File: config.mk
export PLATFORM = sky130hd
export DESIGN_NAME = robotSensorTop
export DESIGN_NICKNAME = d
export VERILOG_FILES = /design/src/hw/robotSensorPkg.sv /design/src/hw/beaconDecoder.sv /design/src/hw/encoderChannel.sv /design/src/hw/robotSensorTop.sv /design/src/hw/speedSampler.sv /design/src/hw/wbRegisterFile.sv
export VERILOG_INCLUDE_DIRS = /design/src /design/src/hw
export SDC_FILE = /design/constraint.sdc
export NUM_CORES = 1
export LEC_CHECK = 0
export BUFFER_PORTS_ARGS = -buffer_cell sky130_fd_sc_hd__buf_2
export CORE_ASPECT_RATIO = 1.1
export CORE_MARGIN = 1
export CORE_UTILIZATION = 55
export CTS_CLUSTER_DIAMETER = 150
export DETAILED_ROUTE_END_ITERATION = 8
export PLACE_DENSITY = 0.71
export SLEW_MARGIN = 5
export SYNTH_ARGS = -nofsm -noshare
export SYNTH_HDL_FRONTEND = slang
export SYNTH_SLANG_ARGS = --single-unit
File: constraint.sdc
create_clock -name clk -period 44.4 [get_ports clk]
set_clock_uncertainty 0.2 [all_clocks]
set_input_delay 2.22 -clock clk [delete_from_list [all_inputs] [get_ports clk]]
set_output_delay 2.22 -clock clk [all_outputs]
set_load 0.01 [all_outputs]
File: src/hw/robotSensor_defines.svh
`ifndef ROBOT_SENSOR_DEFINES_SVH
`define ROBOT_SENSOR_DEFINES_SVH

// word and bus sizes
`define REG_WIDTH 16
`define ADR_WIDTH 4
`define NUM_AXES 7
`define NUM_SWITCHES 5

// axis order, also the order of the speed registers
`define AXIS_PROP_LEFT 0
`define AXIS_PROP_RIGHT 1
`define AXIS_ODO_LEFT 2
`define AXIS_ODO_RIGHT 3
`define AXIS_GRIPPER 4
`define AXIS_RAKE_LEFT 5
`define AXIS_RAKE_RIGHT 6

// register map, word addresses
`define REG_STATUS 0
`define REG_SPEED_BASE 1	// one word per axis, 1 to 7
`define REG_TOWER_SPEED 8
`define REG_BEACON_START 9
`define REG_BEACON_END 10
`define REG_CONFIG 11

`define SPEED_WINDOW_CYCLES 500000	// 10 ms at 50 MHz
`define GLITCH_TICKS 20	// in tower ticks

// right propulsion and left odometry are mounted mirrored
`define DIR_INVERT_MASK 7'b0000110

`endif

File: src/hw/robotSensorPkg.sv
`include "robotSensor_defines.svh"

package robotSensorPkg;

	// status register layout, top bit first
	typedef struct packed {
		logic towerTurn;	// flips on every sync pulse
		logic reserved;
		logic startIn;
		logic [`NUM_SWITCHES-1:0] limitSwitch;
		logic [1:0] odoDir;	// {right, left}
		logic gripperDir;
		logic [1:0] rakeDir;	// {right, left}
		logic [1:0] propDir;	// {right, left}
		logic boardId;
	} statusWord_t;

	// one register word, plain data or the decoded status flags
	typedef union packed {
		logic [`REG_WIDTH-1:0] raw;
		statusWord_t status;
	} regWord_t;

	// beacon reception states
	typedef enum logic [1:0] {
		beaconIdle,
		beaconReceiving,
		beaconGap	// sign low, waiting out the hold-off
	} beaconState_t;

endpackage

File: src/hw/beaconDecoder.sv
`timescale 1ns/1ns
`include "robotSensor_defines.svh"

module beaconDecoder import robotSensorPkg::*; #(
	parameter int unsigned glitchTicks = `GLITCH_TICKS
) (
	input  logic clk,
	input  logic reset,
	input  logic towerA,
	input  logic laserSync,
	input  logic laserSign,
	output logic towerTick,
	output logic towerTurn,
	output logic [`REG_WIDTH-1:0] beaconStart,
	output logic [`REG_WIDTH-1:0] beaconEnd
);

	localparam int tickWidth = (glitchTicks > 0) ? $clog2(glitchTicks + 1) : 1;

	logic [1:0] syncTower;
	logic [1:0] syncPulse;
	logic [1:0] syncSign;
	logic towerPrev;
	logic pulsePrev;
	logic turnEdge;	// one pulse per tower revolution
	logic signHigh;
	logic [`REG_WIDTH-1:0] angle;

	beaconState_t state;
	logic [tickWidth-1:0] gapTicks;
	logic [`REG_WIDTH-1:0] pendingStart;
	logic [`REG_WIDTH-1:0] pendingEnd;
	logic captureStart;
	logic captureEnd;
	logic holdExpired;

	// ==================================================================
	// input synchronizers and tower angle
	// ==================================================================

	always_ff @(posedge clk, posedge reset) begin
		if (reset) begin
			syncTower <= '0;
			syncPulse <= '0;
			syncSign <= '0;
			towerPrev <= 1'b0;
			pulsePrev <= 1'b0;
		end else begin
			syncTower <= {syncTower[0], towerA};
			syncPulse <= {syncPulse[0], laserSync};
			syncSign <= {syncSign[0], laserSign};
			towerPrev <= syncTower[1];
			pulsePrev <= syncPulse[1];
		end
	end

	assign towerTick = syncTower[1] & ~towerPrev;
	assign turnEdge = syncPulse[1] & ~pulsePrev;
	assign signHigh = syncSign[1];

	// sync clears the angle, so a new turn starts from zero
	always_ff @(posedge clk, posedge reset) begin
		if (reset) begin
			angle <= '0;
			towerTurn <= 1'b0;
		end else if (turnEdge) begin
			angle <= '0;
			towerTurn <= ~towerTurn;
		end else begin
			angle <= angle + `REG_WIDTH'(towerTick);
		end
	end

	// ==================================================================
	// reception FSM, bridges short drops of the sign
	// ==================================================================

	assign captureStart = (state == beaconIdle) & signHigh;
	assign captureEnd = (state == beaconReceiving) & ~signHigh;
	assign holdExpired = (state == beaconGap) & (gapTicks == tickWidth'(glitchTicks));

	always_ff @(posedge clk, posedge reset) begin
		if (reset) begin
			state <= beaconIdle;
			gapTicks <= '0;
			beaconStart <= '0;
			beaconEnd <= '0;
		end else begin
			case (state)
				beaconIdle: begin
					if (captureStart) begin
						state <= beaconReceiving;
					end
				end
				beaconReceiving: begin
					if (captureEnd) begin
						state <= beaconGap;
						gapTicks <= '0;
					end
				end
				beaconGap: begin
					if (holdExpired) begin
						state <= beaconIdle;
						beaconStart <= pendingStart;
						beaconEnd <= pendingEnd;
					end else if (signHigh) begin
						state <= beaconReceiving;	// glitch bridged
					end else if (towerTick) begin
						gapTicks <= gapTicks + 1'b1;
					end
				end
				default: state <= beaconIdle;
			endcase
		end
	end

	// pending angles, published only once the gap is confirmed
	always_ff @(posedge clk) begin
		if (captureStart) begin
			pendingStart <= angle;
		end
		if (captureEnd) begin
			pendingEnd <= angle;	// later falls overwrite
		end
	end

endmodule

File: src/hw/encoderChannel.sv
`timescale 1ns/1ns
`include "robotSensor_defines.svh"

module encoderChannel #(
	parameter bit invertDir = 1'b0	// flips the sense of dirPositive
) (
	input  logic clk,
	input  logic reset,
	input  logic encA,
	input  logic encB,
	input  logic clearCounts,
	output logic [`REG_WIDTH-1:0] countA,
	output logic [`REG_WIDTH-1:0] countB,
	output logic dirPositive
);

	logic [1:0] syncA;	// [1] is the settled level
	logic [1:0] syncB;
	logic prevA;
	logic prevB;
	logic riseA;
	logic riseB;

	// two-flop synchronizers plus the edge history
	always_ff @(posedge clk, posedge reset) begin
		if (reset) begin
			syncA <= '0;
			syncB <= '0;
			prevA <= 1'b0;
			prevB <= 1'b0;
		end else begin
			syncA <= {syncA[0], encA};
			syncB <= {syncB[0], encB};
			prevA <= syncA[1];
			prevB <= syncB[1];
		end
	end

	assign riseA = syncA[1] & ~prevA;
	assign riseB = syncB[1] & ~prevB;

	// an edge that lands in the clear cycle belongs to the next window
	always_ff @(posedge clk, posedge reset) begin
		if (reset) begin
			countA <= '0;
			countB <= '0;
		end else if (clearCounts) begin
			countA <= `REG_WIDTH'(riseA);
			countB <= `REG_WIDTH'(riseB);
		end else begin
			countA <= countA + `REG_WIDTH'(riseA);
			countB <= countB + `REG_WIDTH'(riseB);
		end
	end

	// B already high when A rises means B leads
	always_ff @(posedge clk, posedge reset) begin
		if (reset) begin
			dirPositive <= 1'b0;
		end else if (riseA) begin
			dirPositive <= syncB[1] ^ invertDir;
		end
	end

endmodule

File: src/hw/robotSensorTop.sv
`timescale 1ns/1ns
`include "robotSensor_defines.svh"

module robotSensorTop import robotSensorPkg::*; #(
	parameter int unsigned windowCycles = `SPEED_WINDOW_CYCLES,
	parameter int unsigned glitchTicks = `GLITCH_TICKS
) (
	input  logic clk,
	input  logic reset,
	input  logic [`NUM_AXES-1:0] encA,
	input  logic [`NUM_AXES-1:0] encB,
	input  logic towerA,
	input  logic laserSync,
	input  logic laserSign,
	input  logic [`NUM_SWITCHES-1:0] limitSwitch,
	input  logic startIn,
	input  logic boardId,
	input  logic [1:0] key,
	input  logic wbCyc,
	input  logic wbStb,
	input  logic wbWe,
	input  logic [`ADR_WIDTH-1:0] wbAdr,
	input  logic [`REG_WIDTH-1:0] wbDatIn,
	output regWord_t wbDatOut,
	output logic wbAck,
	output logic [1:0] irqN
);

	localparam logic [`NUM_AXES-1:0] invertMask = `DIR_INVERT_MASK;

	logic [`NUM_AXES-1:0][`REG_WIDTH-1:0] countA;
	logic [`NUM_AXES-1:0][`REG_WIDTH-1:0] countB;
	logic [`NUM_AXES-1:0][`REG_WIDTH-1:0] axisSpeed;
	logic [`NUM_AXES-1:0] axisDir;
	logic clearCounts;
	logic towerTick;
	logic towerTurn;
	logic [`REG_WIDTH-1:0] towerSpeed;
	logic [`REG_WIDTH-1:0] beaconStart;
	logic [`REG_WIDTH-1:0] beaconEnd;

	// ==================================================================
	// encoder axes
	// ==================================================================

	for (genvar g = 0; g < `NUM_AXES; g++) begin : genAxis
		encoderChannel #(.invertDir(invertMask[g])) i_encoder (
			.clk(clk),
			.reset(reset),
			.encA(encA[g]),
			.encB(encB[g]),
			.clearCounts(clearCounts),
			.countA(countA[g]),
			.countB(countB[g]),
			.dirPositive(axisDir[g])
		);
	end

	speedSampler #(.windowCycles(windowCycles)) i_speedSampler (
		.clk(clk),
		.reset(reset),
		.countA(countA),
		.countB(countB),
		.towerTick(towerTick),
		.clearCounts(clearCounts),
		.axisSpeed(axisSpeed),
		.towerSpeed(towerSpeed)
	);

	// tower angle and beacon
	beaconDecoder #(.glitchTicks(glitchTicks)) i_beaconDecoder (
		.clk(clk),
		.reset(reset),
		.towerA(towerA),
		.laserSync(laserSync),
		.laserSign(laserSign),
		.towerTick(towerTick),
		.towerTurn(towerTurn),
		.beaconStart(beaconStart),
		.beaconEnd(beaconEnd)
	);

	wbRegisterFile i_registerFile (
		.clk(clk),
		.reset(reset),
		.wbCyc(wbCyc),
		.wbStb(wbStb),
		.wbWe(wbWe),
		.wbAdr(wbAdr),
		.wbDatIn(wbDatIn),
		.wbDatOut(wbDatOut),
		.wbAck(wbAck),
		.axisSpeed(axisSpeed),
		.axisDir(axisDir),
		.towerSpeed(towerSpeed),
		.beaconStart(beaconStart),
		.beaconEnd(beaconEnd),
		.towerTurn(towerTurn),
		.limitSwitch(limitSwitch),
		.startIn(startIn),
		.boardId(boardId),
		.key(key),
		.irqN(irqN)
	);

endmodule

File: src/hw/speedSampler.sv
`timescale 1ns/1ns
`include "robotSensor_defines.svh"

module speedSampler #(
	parameter int unsigned windowCycles = `SPEED_WINDOW_CYCLES
) (
	input  logic clk,
	input  logic reset,
	input  logic [`NUM_AXES-1:0][`REG_WIDTH-1:0] countA,
	input  logic [`NUM_AXES-1:0][`REG_WIDTH-1:0] countB,
	input  logic towerTick,
	output logic clearCounts,
	output logic [`NUM_AXES-1:0][`REG_WIDTH-1:0] axisSpeed,
	output logic [`REG_WIDTH-1:0] towerSpeed
);

	localparam int winWidth = (windowCycles > 1) ? $clog2(windowCycles) : 1;

	logic [winWidth-1:0] winCount;
	logic windowEnd;
	logic [`REG_WIDTH-1:0] towerCount;
	logic [`NUM_AXES-1:0][`REG_WIDTH:0] pairSum;	// one spare bit for the carry

	// ==================================================================
	// measurement window
	// ==================================================================

	assign windowEnd = (winCount == winWidth'(windowCycles - 1));
	assign clearCounts = windowEnd;	// counters restart next cycle

	always_ff @(posedge clk, posedge reset) begin
		if (reset) begin
			winCount <= '0;
		end else if (windowEnd) begin
			winCount <= '0;
		end else begin
			winCount <= winCount + 1'b1;
		end
	end

	// tower ticks are counted here, the axis edges in the channels
	always_ff @(posedge clk, posedge reset) begin
		if (reset) begin
			towerCount <= '0;
		end else if (windowEnd) begin
			towerCount <= `REG_WIDTH'(towerTick);
		end else begin
			towerCount <= towerCount + `REG_WIDTH'(towerTick);
		end
	end

	// ==================================================================
	// speed latch
	// ==================================================================

	// both phases are counted, so half the sum is full cycles per window
	always_comb begin
		for (int i = 0; i < `NUM_AXES; i++) begin
			pairSum[i] = {1'b0, countA[i]} + {1'b0, countB[i]};
		end
	end

	always_ff @(posedge clk, posedge reset) begin
		if (reset) begin
			axisSpeed <= '0;
			towerSpeed <= '0;
		end else if (windowEnd) begin
			for (int i = 0; i < `NUM_AXES; i++) begin
				axisSpeed[i] <= pairSum[i][`REG_WIDTH:1];
			end
			towerSpeed <= towerCount;
		end
	end

endmodule

File: src/hw/wbRegisterFile.sv
`timescale 1ns/1ns
`include "robotSensor_defines.svh"

module wbRegisterFile import robotSensorPkg::*; (
	input  logic clk,
	input  logic reset,
	input  logic wbCyc,
	input  logic wbStb,
	input  logic wbWe,
	input  logic [`ADR_WIDTH-1:0] wbAdr,
	input  logic [`REG_WIDTH-1:0] wbDatIn,
	output regWord_t wbDatOut,
	output logic wbAck,
	input  logic [`NUM_AXES-1:0][`REG_WIDTH-1:0] axisSpeed,
	input  logic [`NUM_AXES-1:0] axisDir,
	input  logic [`REG_WIDTH-1:0] towerSpeed,
	input  logic [`REG_WIDTH-1:0] beaconStart,
	input  logic [`REG_WIDTH-1:0] beaconEnd,
	input  logic towerTurn,
	input  logic [`NUM_SWITCHES-1:0] limitSwitch,
	input  logic startIn,
	input  logic boardId,
	input  logic [1:0] key,
	output logic [1:0] irqN
);

	localparam int syncWidth = `NUM_SWITCHES + 4;

	logic [syncWidth-1:0] syncStage;
	logic [syncWidth-1:0] syncOut;
	logic [`NUM_SWITCHES-1:0] switchSync;
	logic startSync;
	logic idSync;
	logic [1:0] keySync;
	logic [`REG_WIDTH-1:0] configReg;	// bits 1:0 enable the key interrupts
	regWord_t statusWord;
	regWord_t readData;
	logic request;
	logic speedHit;
	logic [`ADR_WIDTH-1:0] speedIdx;

	// ==================================================================
	// slow inputs and status word
	// ==================================================================

	always_ff @(posedge clk, posedge reset) begin
		if (reset) begin
			syncStage <= '0;
			syncOut <= '0;
		end else begin
			syncStage <= {key, boardId, startIn, limitSwitch};
			syncOut <= syncStage;
		end
	end

	assign {keySync, idSync, startSync, switchSync} = syncOut;

	always_comb begin
		statusWord.status.towerTurn = towerTurn;
		statusWord.status.reserved = 1'b0;
		statusWord.status.startIn = startSync;
		statusWord.status.limitSwitch = switchSync;
		statusWord.status.odoDir = {axisDir[`AXIS_ODO_RIGHT], axisDir[`AXIS_ODO_LEFT]};
		statusWord.status.gripperDir = axisDir[`AXIS_GRIPPER];
		statusWord.status.rakeDir = {axisDir[`AXIS_RAKE_RIGHT], axisDir[`AXIS_RAKE_LEFT]};
		statusWord.status.propDir = {axisDir[`AXIS_PROP_RIGHT], axisDir[`AXIS_PROP_LEFT]};
		statusWord.status.boardId = idSync;
	end

	// ==================================================================
	// Wishbone slave
	// ==================================================================

	assign request = wbCyc & wbStb & ~wbAck;	// no second ack while stb is dropping
	assign speedHit = (wbAdr >= `REG_SPEED_BASE) && (wbAdr < `REG_SPEED_BASE + `NUM_AXES);
	assign speedIdx = wbAdr - `ADR_WIDTH'(`REG_SPEED_BASE);

	always_comb begin
		readData.raw = '0;	// unmapped reads return zero
		case (wbAdr)
			`REG_STATUS: readData.raw = statusWord.raw;
			`REG_TOWER_SPEED: readData.raw = towerSpeed;
			`REG_BEACON_START: readData.raw = beaconStart;
			`REG_BEACON_END: readData.raw = beaconEnd;
			`REG_CONFIG: readData.raw = configReg;
			default: begin
				if (speedHit) begin
					readData.raw = axisSpeed[speedIdx];
				end
			end
		endcase
	end

	always_ff @(posedge clk, posedge reset) begin
		if (reset) begin
			wbAck <= 1'b0;
			configReg <= '0;
		end else begin
			wbAck <= request;
			if (request && wbWe && (wbAdr == `ADR_WIDTH'(`REG_CONFIG))) begin
				configReg <= wbDatIn;	// only writable register
			end
		end
	end

	always_ff @(posedge clk) begin
		if (request) begin
			wbDatOut <= readData;
		end
	end

	// key passes through when enabled, otherwise held inactive high
	assign irqN = keySync | ~configReg[1:0];

endmodule

==> results.json, run 1 <==
{
  "syn_nets": 3007,
  "r2r_end": "i_speedSampler.axisSpeed[46]",
  "crit_path_start": "wbAdr[0]",
  "grt_usage": 0.263,
  "grt_overflow": 0,
  "synth.ff_latch_count": 583,
  "p_per_area_nw_per_um2": 45.3,
  "setup_violations": 0,
  "design.core.area_um2": 52300,
  "htree_num_levels": 2,
  "synth-edff-count": 48,
  "fin_crit_sh": 0.115,
  "synthAdderAreaFrac": 0.0689,
  "path_cells": "buf_2 -> inv_1 -> ha_1 -> xor2_4 -> buf_4 -> nor2_1 -> a22oi_1 -> o21ai_0 -> mux2i_1 -> o22ai_1",
  "synth_xor_area_frac": 0.0897,
  "io_buffers": 69,
  "switching_share": 0.298,
  "post_cts_buffers": 0,
  "period_needed_ns": 5.09,
  "finalHoldViolations": 0,
  "cp_data_required_time_ns": 44.69,
  "n_antenna_cell": 0,
  "numCtsBuffers": 59,
  "r2r_slack_ns": 39.58,
  "ys_seq_area_frac": 0.510,
  "r2r.worst_path.cells": 9,
  "synth-simple-area-share": 0.163,
  "synth_area_leader_cell": "dfrtp_1",
  "cp_slowest_cell": "nor2_1",
  "synth_cells": 2800,
  "die_area_um2": 53800,
  "grt_max_degree": 121,
  "dpl.hpwl_um": 49500,
  "synthFlopType": "dfrtp_1",
  "rows": 88,
  "holdBufCountCts": 0,
  "drtIter0Drc": 1657,
  "start_util": 0.556,
  "worst_setup_path_end_kind": "flip-flop",
  "vias_per_cell": 5.84,
  "tritoncts": "yes",
  "combPwrFrac": 0.187,
  "die_y_um": 243,
  "cap_violations": 0,
  "grt_pass1_wl_um": 113000,
  "hold_path.class": "reg2reg",
  "path_class": "in2reg",
  "wl_um": 69200,
  "clk_latency_ns": 0.64,
  "synthMuxAreaShare": 0.0492,
  "power_frac_seq": 0.445,
  "vias": 20900,
  "synth_common_cells": "dfrtp_1, nand2_1, nor2_1",
  "yosysMostFrequentCell": "dfrtp_1",
  "grt_setup_unrepaired": "no",
  "slowest_delay_ns": 0.80,
  "pwr-share-clk": 0.367,
  "power.switching_w": 0.000434,
  "r2r-start": "i_speedSampler.winCount[7]",
  "critPathLaunchType": "input pin",
  "fin_util": 0.615,
  "antenna_found_initial": 0,
  "yosysWarnings": 0,
  "syn_to_final_growth_pct": 10.6,
  "synth_compound_area_frac": 0.101,
  "clk_pin_slew_ns": 0.07,
  "relSlewSlack": 0.298,
  "ys_async_sr_fraction": 0.918,
  "cts_resized": 0,
  "status": "finished, final reports clean",
  "gp_congestion": 0.933,
  "endpoint": "i_registerFile.wbDatOut[3]",
  "numClockSinks": 583,
  "synth_top_family_by_area": "simple AND/OR/NAND/NOR gates",
  "synth_cell_type_count": 66,
  "drt.antenna.violating_nets": 0,
  "wl_per_cell_um": 19.3,
  "drc": 0,
  "synth_area_leaders": "dfrtp_1, ha_1, xor2_1, edfxtp_1, nand2_1",
  "drive_above_1_share": 0.0967,
  "slew_viol_final": 0,
  "firstDrtPassIters": 5,
  "yosysTopAreaCellShare": 0.460,
  "finalNetCount": 3065,
  "syn_area_um2": 29100,
  "intPower_w": 0.00102,
  "setup_tns_ns": 0,
  "p_leak_nw": 15.0,
  "grt_pass1_vias": 21000,
  "boundaryPins": 70,
  "crit_arrival_ns": 5.38,
  "path_max_fanout": 32,
  "die_w_um": 221,
  "vdd_drop_max_mv": 0.0398,
  "avgSynthCellArea_um2": 10.4,
  "worstMarginPinSlew_ns": 1.05,
  "clockRootBuffer": "clkbuf_16",
  "cts_buffer_depth": 3,
  "maxClockFrequency_ghz": 0.196
}
## how the worst min path moves through the flow
stage / start / end / slack (ns) / cells past startpoint
final: i_registerFile.syncStage[8] / i_registerFile.syncOut[8] / 0.15 / 0
after global routing: i_beaconDecoder.syncSign[0] / i_beaconDecoder.syncSign[1] / 0.16 / 0
after CTS: genAxis[4].i_encoder.syncA[0] / genAxis[4].i_encoder.syncA[1] / 0.15 / 0
after detailed placement: genAxis[4].i_encoder.syncA[0] / genAxis[4].i_encoder.syncA[1] / 0.13 / 0
after global placement: i_registerFile.syncStage[3] / i_registerFile.syncOut[3] / 0.13 / 0
after floorplan: genAxis[0].i_encoder.syncA[0] / genAxis[0].i_encoder.syncA[1] / 0.13 / 0
## stage by stage
step / hold slack, ns / instance area (um2) / std cells / total power, W / worst slack [ns]
2_1_floorplan: 0.131 / 29100 / 2800 / 0.000841 / 27.03
3_3_place_gp: 0.132 / 30100 / 3472 / 0.000915 / 38.76
3_5_place_dp: 0.135 / 30100 / 3472 / 0.000929 / 38.70
4_1_cts: 0.148 / 32200 / 3582 / 0.00147 / 39.38
5_1_grt: 0.157 / 32200 / 3582 / 0.00153 / 39.01
6_report: 0.147 / 32200 / 3582 / 0.00146 / 39.31
## power by group through the flow
stage	Sequential, W	Clock, W	Combinational (W)
after floorplan	0.000638	0	0.000204
after global placement	0.000655	0	0.000260
after detailed placement	0.000658	0	0.000271
after CTS	0.000649	0.000545	0.000274
after global routing	0.000657	0.000565	0.000306
final	0.000649	0.000535	0.000273
## kinds of logic (layout without fill, tap and decap cells)
| family | Yosys count | count (layout) |
|---|---|---|
| adders and majority gates | 156 | 156 |
| buffers and inverters | 131 | 238 |
| AOI/OAI and AO/OA | 486 | 486 |
| DFF | 583 | 583 |
| muxes | 113 | 113 |
| and+or+nand+nor | 1033 | 1033 |
| xor gates and xnor gates | 298 | 298 |
## critical path, delay by kind of cell
kind	cells	cell delay [ns]
and+or+nand+nor	1	0.80
AOI/OAI and AO/OA	3	0.53
muxes	1	0.10
xor gates and xnor gates	1	0.23
buffers and inverters	3	1.00
adders and majority gates	1	0.47
## sequential cells by signal, summed over array words and instances (netlist names), 5 cells and up
register                       flops
genAxis.i_encoder.syncA           14
i_beaconDecoder.pendingStart      16
genAxis.i_encoder.dirPositive      7
i_speedSampler.axisSpeed         112
genAxis.i_encoder.countB         112
genAxis.i_encoder.prevA            7
genAxis.i_encoder.countA         112
i_speedSampler.towerCount         16
i_beaconDecoder.beaconStart       16
i_beaconDecoder.gapTicks           5
i_registerFile.syncOut             9
genAxis.i_encoder.prevB            7
i_beaconDecoder.beaconEnd         16
i_registerFile.configReg          16
genAxis.i_encoder.syncB           14
i_beaconDecoder.pendingEnd        16
i_registerFile.wbDatOut           16
i_beaconDecoder.angle             16
i_speedSampler.towerSpeed         16
i_registerFile.syncStage           9
i_speedSampler.winCount           19
## cells in the final DEF, fill, tap and decap left out, drive strengths merged, types with 6 or more instances in the layout
master	count
and2	35
nand4	54
dfrtp	535
o31ai	13
mux2	79
a22o	6
inv	42
clkinv	17
xnor2	104
edfxtp	48
buf	87
mux2i	18
nor3	27
xor2	194
nor2b	30
fa	7
a21o	22
a21oi	108
and3	48
o21a	8
a211oi	9
nand3	129
a221oi	20
ha	149
o21ai	217
o22ai	8
clkbuf	80
bufinv	10
nor2	296
nand2b	26
o211ai	10
nand2	331
a221o	15
mux4	16
or3	37
a31oi	12
## routing by layer
metal	track usage	vias up	part of all wire
li1	-	9901	-
met1	0.356	10400	0.44
met2	0.430	485	0.48
met3	0.0421	119	0.049
met4	0.0950	0	0.036
met5	0	-	0
## layout make-up
class                      count  area, um2
timing repair buffer          87        480
clock inverter                30        457
inverter                      41        161
clock buffer                  80       1650
multi-input combinational   2086      13800
sequential                   583      14800
fill                        4266      20100
tap                          675        845
Note: power is estimated with default switching activity, not from simulation.
==> run 2, diff against run 1 <==
Settings changed: PLACE_DENSITY 0.71 to 0.74.
Clock period 44.4 ns to 4.3 ns, I/O delays scaled along.
==> run 2 against run 1 <==
Compared with the run above: worst hold slack worse by 0.10 ns; largest cell class unchanged; cell count up 2.2%; via count up 2.6%; clock power rose to 10 times the previous value; combinational power rose to 10 times the previous value; non-clock buffer count up 77; register-to-register slack worse by 38 ns; die area unchanged; flip-flop and latch count unchanged.
==> results.json, run 2 (synthesized netlist as in run 1, its figures left out) <==
{
  "grt_max_degree": 126,
  "tritoncts": "yes",
  "boundaryPins": 70,
  "antenna_found_initial": 1,
  "seq_area_um2": 14800,
  "design.core.area_um2": 52300,
  "cts_buffer_depth": 3,
  "syn_to_final_growth_pct": 13.5,
  "grt_pass1_vias": 21700,
  "cp_data_required_time_ns": 4.62,
  "period_needed_ns": 3.09,
  "cap_violations": 0,
  "crit_buf_inv": 0,
  "final_common_cell": "dfrtp_1",
  "p_total_w": 0.0150,
  "mostFrequentLayoutCells": "dfrtp_1, nand2_1, nor2_1",
  "drc": 0,
  "path_class": "reg2reg",
  "wl_um": 70600,
  "start_util": 0.556,
  "grt_setup_unrepaired": "no",
  "grt_usage": 0.268,
  "drt.antenna.violating_nets": 0,
  "top_regs": "genAxis.i_encoder.countA x112, genAxis.i_encoder.countB x112, i_speedSampler.axisSpeed x112",
  "drtIter0Drc": 1672,
  "firstDrtPassIters": 5,
  "p_leak_nw": 15.4,
  "multi_input_area_um2": 13800,
  "io_buffers": 69,
  "cts_resized": 0,
  "die_y_um": 243,
  "htree_num_levels": 2,
  "finalHoldViolations": 0,
  "post_dp_cell_area_um2": 30300,
  "die_area_um2": 53800,
  "slew_viol_final": 0,
  "path_cells": "and2_1 -> fa_1 -> a21oi_1 -> o21ai_1 -> o311a_1 -> a311o_1 -> a221oi_1 -> xor2_1 -> o21ai_1",
  "clk_pin_slew_ns": 0.06,
  "vias": 21400,
  "worstMarginPinSlew_ns": 0.989,
  "rows": 88,
  "p_per_area_nw_per_um2": 453,
  "numCtsBuffers": 60,
  "crit_arrival_ns": 3.41,
  "dpl.hpwl_um": 49400,
  "worst_setup_path_end_kind": "flip-flop",
  "clockRootBuffer": "clkbuf_16",
  "die_w_um": 221,
  "finalNetCount": 3143,
  "gp_congestion": 0.941,
  "fin_crit_sh": 0.719,
  "clk_latency_ns": 0.65,
  "whs_ns": 0.0457,
  "fillerInstances": 4053,
  "relSlewSlack": 0.339,
  "setup_violations": 0,
  "hold_path.class": "in2reg",
  "design_area_um2": 33000,
  "cp_slowest_cell": "a311o_1",
  "path_common_cell": "o21ai_1",
  "wl_per_cell_um": 19.3,
  "slowest_delay_ns": 0.44,
  "maxClockFrequency_ghz": 0.323,
  "critPathLaunchType": "flip-flop",
  "vias_per_cell": 5.86,
  "drive_above_1_share": 0.0995,
  "status": "finished, final reports clean",
  "grt_pass1_wl_um": 116000,
  "vdd_drop_max_mv": 0.352,
  "cp_top_family": "compound AO/OA/AOI/OAI gates",
  "grt_overflow": 0,
  "numClockSinks": 583,
  "path_max_fanout": 3
}
-- run 2: area by class of cell --
type,count,area share
diodes,1,0.0000758
clock buffers,77,0.0499
clock inverters,35,0.0131
inverters,41,0.00477
multi-input cells,2086,0.416
flip-flops and latches,583,0.449
well taps,675,0.0256
repair buffers,164,0.0412
-- run 2: what timing repair did --
item | 4_1_cts | 5_1_grt
endpoints found under the hold margin | 94 | 0
setup buffers | 0 | 0
hold buffers | 66 | 0
-- run 2: final timing paths --
kind	start	to	slack, ns	cells past startpoint
max	genAxis[6].i_encoder.countB[0]	i_speedSampler.axisSpeed[109]	1.21	9
min	encB[2]	genAxis[2].i_encoder.syncB[0]	0.05	2
max reg2reg	genAxis[6].i_encoder.countB[0]	i_speedSampler.axisSpeed[109]	1.21	9
min reg2reg	genAxis[0].i_encoder.syncB[0]	genAxis[0].i_encoder.syncB[1]	0.14	0
max in group asynchronous	reset	genAxis[0].i_encoder.countB[15]	2.61	4
min in group asynchronous	reset	i_speedSampler.axisSpeed[25]	0.15	3
-- run 2: per-layer routing --
metal	share of wire	global-route usage	up-vias
li1	-	-	10100
met1	0.43	0.356	10700
met2	0.49	0.452	511
met3	0.045	0.0360	142
met4	0.035	0.0956	0
met5	0	0	-
-- run 2: where the power goes --
| group | switching [W] | internal [W] |
|---|---|---|
| Combinational | 0.00159 | 0.00122 |
| Clock | 0.00229 | 0.00314 |
| Sequential | 0.000630 | 0.00608 |
-- run 2: metrics by stage --
stage | utilization | cells | setup TNS [ns] | setup slack [ns]
6_report | 0.632 | 3662 | 0 | 1.21
5_1_grt | 0.632 | 3662 | 0 | 1.13
4_1_cts | 0.632 | 3661 | 0 | 1.27
3_5_place_dp | 0.579 | 3483 | 0 | 0.899
3_3_place_gp | 0.579 | 3483 | 0 | 0.922
2_1_floorplan | - | 2800 | -1813.14 | -3.39
==> run 3, diff against run 2 <==
Settings changed: PLACE_DENSITY 0.74 to 0.71.
Clock period 4.3 ns to 3.1 ns, I/O delays scaled along.
==> run 3 against run 2 <==
Compared with the run above: the flow now finishes with violations (design-rule violations); cell area increased by 0.61%; combinational power grew 42%; cell count is 0.60% higher; sequential power up 38%; power rose by 39%; largest power group unchanged; critical path depth is 3 higher.
==> results.json, run 3 (synthesized netlist as in run 1, its figures left out) <==
{
  "status": "finished with violations",
  "violations": "design-rule violations",
  "grt_pass1_vias": 21500,
  "boundaryPins": 70,
  "slowest_delay_ns": 0.58,
  "numCtsBuffers": 60,
  "cts_buffer_depth": 3,
  "grt_usage": 0.264,
  "vdd_drop_max_mv": 0.530,
  "maxClockFrequency_ghz": 0.332,
  "worst_setup_path_end_kind": "flip-flop",
  "post_cts_buffers": 0,
  "start_util": 0.556,
  "crit_buf_inv": 5,
  "p_total_w": 0.0208,
  "firstDrtPassIters": 8,
  "cp_slowest_cell": "dlygate4sd3_1",
  "r2r_end": "i_speedSampler.axisSpeed[109]",
  "clk_pin_slew_ns": 0.06,
  "mostFrequentLayoutCells": "dfrtp_1, nand2_1, nor2_1",
  "path_common_cell": "dlygate4sd3_1",
  "cp.depth": 12,
  "drt.antenna.violating_nets": 0,
  "crit_arrival_ns": 3.21,
  "gp_congestion": 0.894,
  "die_area_um2": 53800,
  "antenna_found_initial": 0,
  "setup_tns_ns": 0,
  "p_per_area_nw_per_um2": 625,
  "r2r-start": "genAxis[6].i_encoder.countB[0]",
  "tritoncts": "yes",
  "n_antenna_cell": 0,
  "crit_path_start": "wbAdr[1]",
  "dpl.hpwl_um": 48900,
  "io_buffers": 69,
  "drc": 1,
  "drtIter0Drc": 1775,
  "vias": 21400,
  "syn_to_final_growth_pct": 14.2,
  "wl_per_cell_um": 18.8,
  "critPathLaunchType": "input pin",
  "dp_cells": 3497,
  "drive_above_1_share": 0.102,
  "grt_pass1_wl_um": 114000,
  "met3_length_um": 3670,
  "wl_um": 69400,
  "m1WireLength_um": 29800,
  "path_cells": "dlygate4sd3_1 -> buf_2 -> inv_1 -> ha_2 -> xor2_4 -> buf_12 -> mux4_2 -> nand2_1 -> o21ai_0 -> mux2i_1 -> o22ai_1 -> dlygate4sd3_1",
  "finalHoldViolations": 0,
  "cp_top_family": "buffers and inverters",
  "htree_num_levels": 2,
  "p_leak_nw": 15.5,
  "endpoint": "i_registerFile.wbDatOut[3]",
  "grt_overflow": 0,
  "clockRootBuffer": "clkbuf_16",
  "dr.max_layer_used": "met4",
  "finalNetCount": 3167,
  "clk_latency_ns": 0.65,
  "relSlewSlack": 0.395,
  "whs_ns": 0.0627,
  "numClockSinks": 583,
  "path_class": "in2reg",
  "setup_violations": 0,
  "grt_max_degree": 141,
  "path_max_fanout": 32,
  "final_common_cell": "dfrtp_1",
  "die_w_um": 221,
  "hold_path.class": "in2reg",
  "fin_crit_sh": 0.973,
  "r2r_slack_ns": 0.18,
  "period_needed_ns": 3.02,
  "die_y_um": 243,
  "design.core.area_um2": 52300,
  "final_cells": 3684,
  "grt_setup_unrepaired": "no",
  "r2r.worst_path.cells": 9,
  "worstMarginPinSlew_ns": 0.907,
  "rows": 88,
  "vias_per_cell": 5.81,
  "met2_length_um": 33200,
  "cap_violations": 0,
  "cp_data_required_time_ns": 3.30,
  "slew_viol_final": 0,
  "top_regs": "genAxis.i_encoder.countA x112, genAxis.i_encoder.countB x112, i_speedSampler.axisSpeed x112"
}
run 3: cell count changes in the layout (fill, tap and decap cells not counted), sizes merged:
cell and change:
clkinv -1, buf +14, clkinvlp -10, clkbuf +11, bufinv -1, dlygate4sd3 +10, diode -1
run 3: final cells by class:
type | count | area (um2)
multi-input cells | 2086 | 13800
clock inverters | 23 | 319
repair buffers | 188 | 1550
clock buffers | 88 | 1750
well taps | 675 | 845
inverters | 41 | 158
fillers | 4049 | 19100
flip-flops and latches | 583 | 14800
run 3: per-stage QoR:
stage	setup slack [ns]	util	area, um2
2_1_floorplan	-4.53	-	29100
3_3_place_gp	0.158	0.581	30400
3_5_place_dp	0.148	0.581	30400
4_1_cts	0.0681	0.635	33200
5_1_grt	0.0279	0.635	33200
6_report	0.0848	0.635	33200
run 3: worst min path at each step:
stage | cells past startpoint | slack (ns) | to | start
2_1_floorplan | 0 | -0.01 | genAxis[0].i_encoder.syncA[0] | encA[0]
3_3_place_gp | 2 | -0.03 | genAxis[2].i_encoder.countB[7] | reset
3_5_place_dp | 2 | -0.03 | genAxis[2].i_encoder.countB[7] | reset
4_1_cts | 5 | 0.02 | i_registerFile.wbDatOut[1] | wbAdr[0]
5_1_grt | 3 | 0.06 | i_registerFile.configReg[1] | wbDatIn[1]
6_report | 5 | 0.06 | i_registerFile.wbDatOut[1] | wbAdr[0]
run 3: worst register-to-register path: stages, from the launching register on:
cell	delay (ns)
dfrtp_1	0.39
and2_1	0.17
fa_1	0.41
a21oi_1	0.22
o21ai_1	0.13
o311a_1	0.32
a311o_1	0.42
a221oi_2	0.28
xor2_1	0.18
o21ai_1	0.08
run 3: timing repair:
| action | in CTS | in global routing |
|---|---|---|
| gates resized for setup | 0 | 5 |
| endpoints found under the setup margin | 0 | 4 |
| hold buffers | 76 | 0 |
| hold endpoints to repair | 598 | 0 |
run 3: power by group:
group,switching [W],internal [W]
logic,0.00228,0.00172
clock network,0.00308,0.00441
registers,0.000838,0.00844
total,0.00620,0.0146
run 3: layer usage:
layer  GRT usage  vias up
met2       0.433      558
met3      0.0481      147
met1       0.347    10600
li1            -    10100
met5           0        -
met4       0.103        0
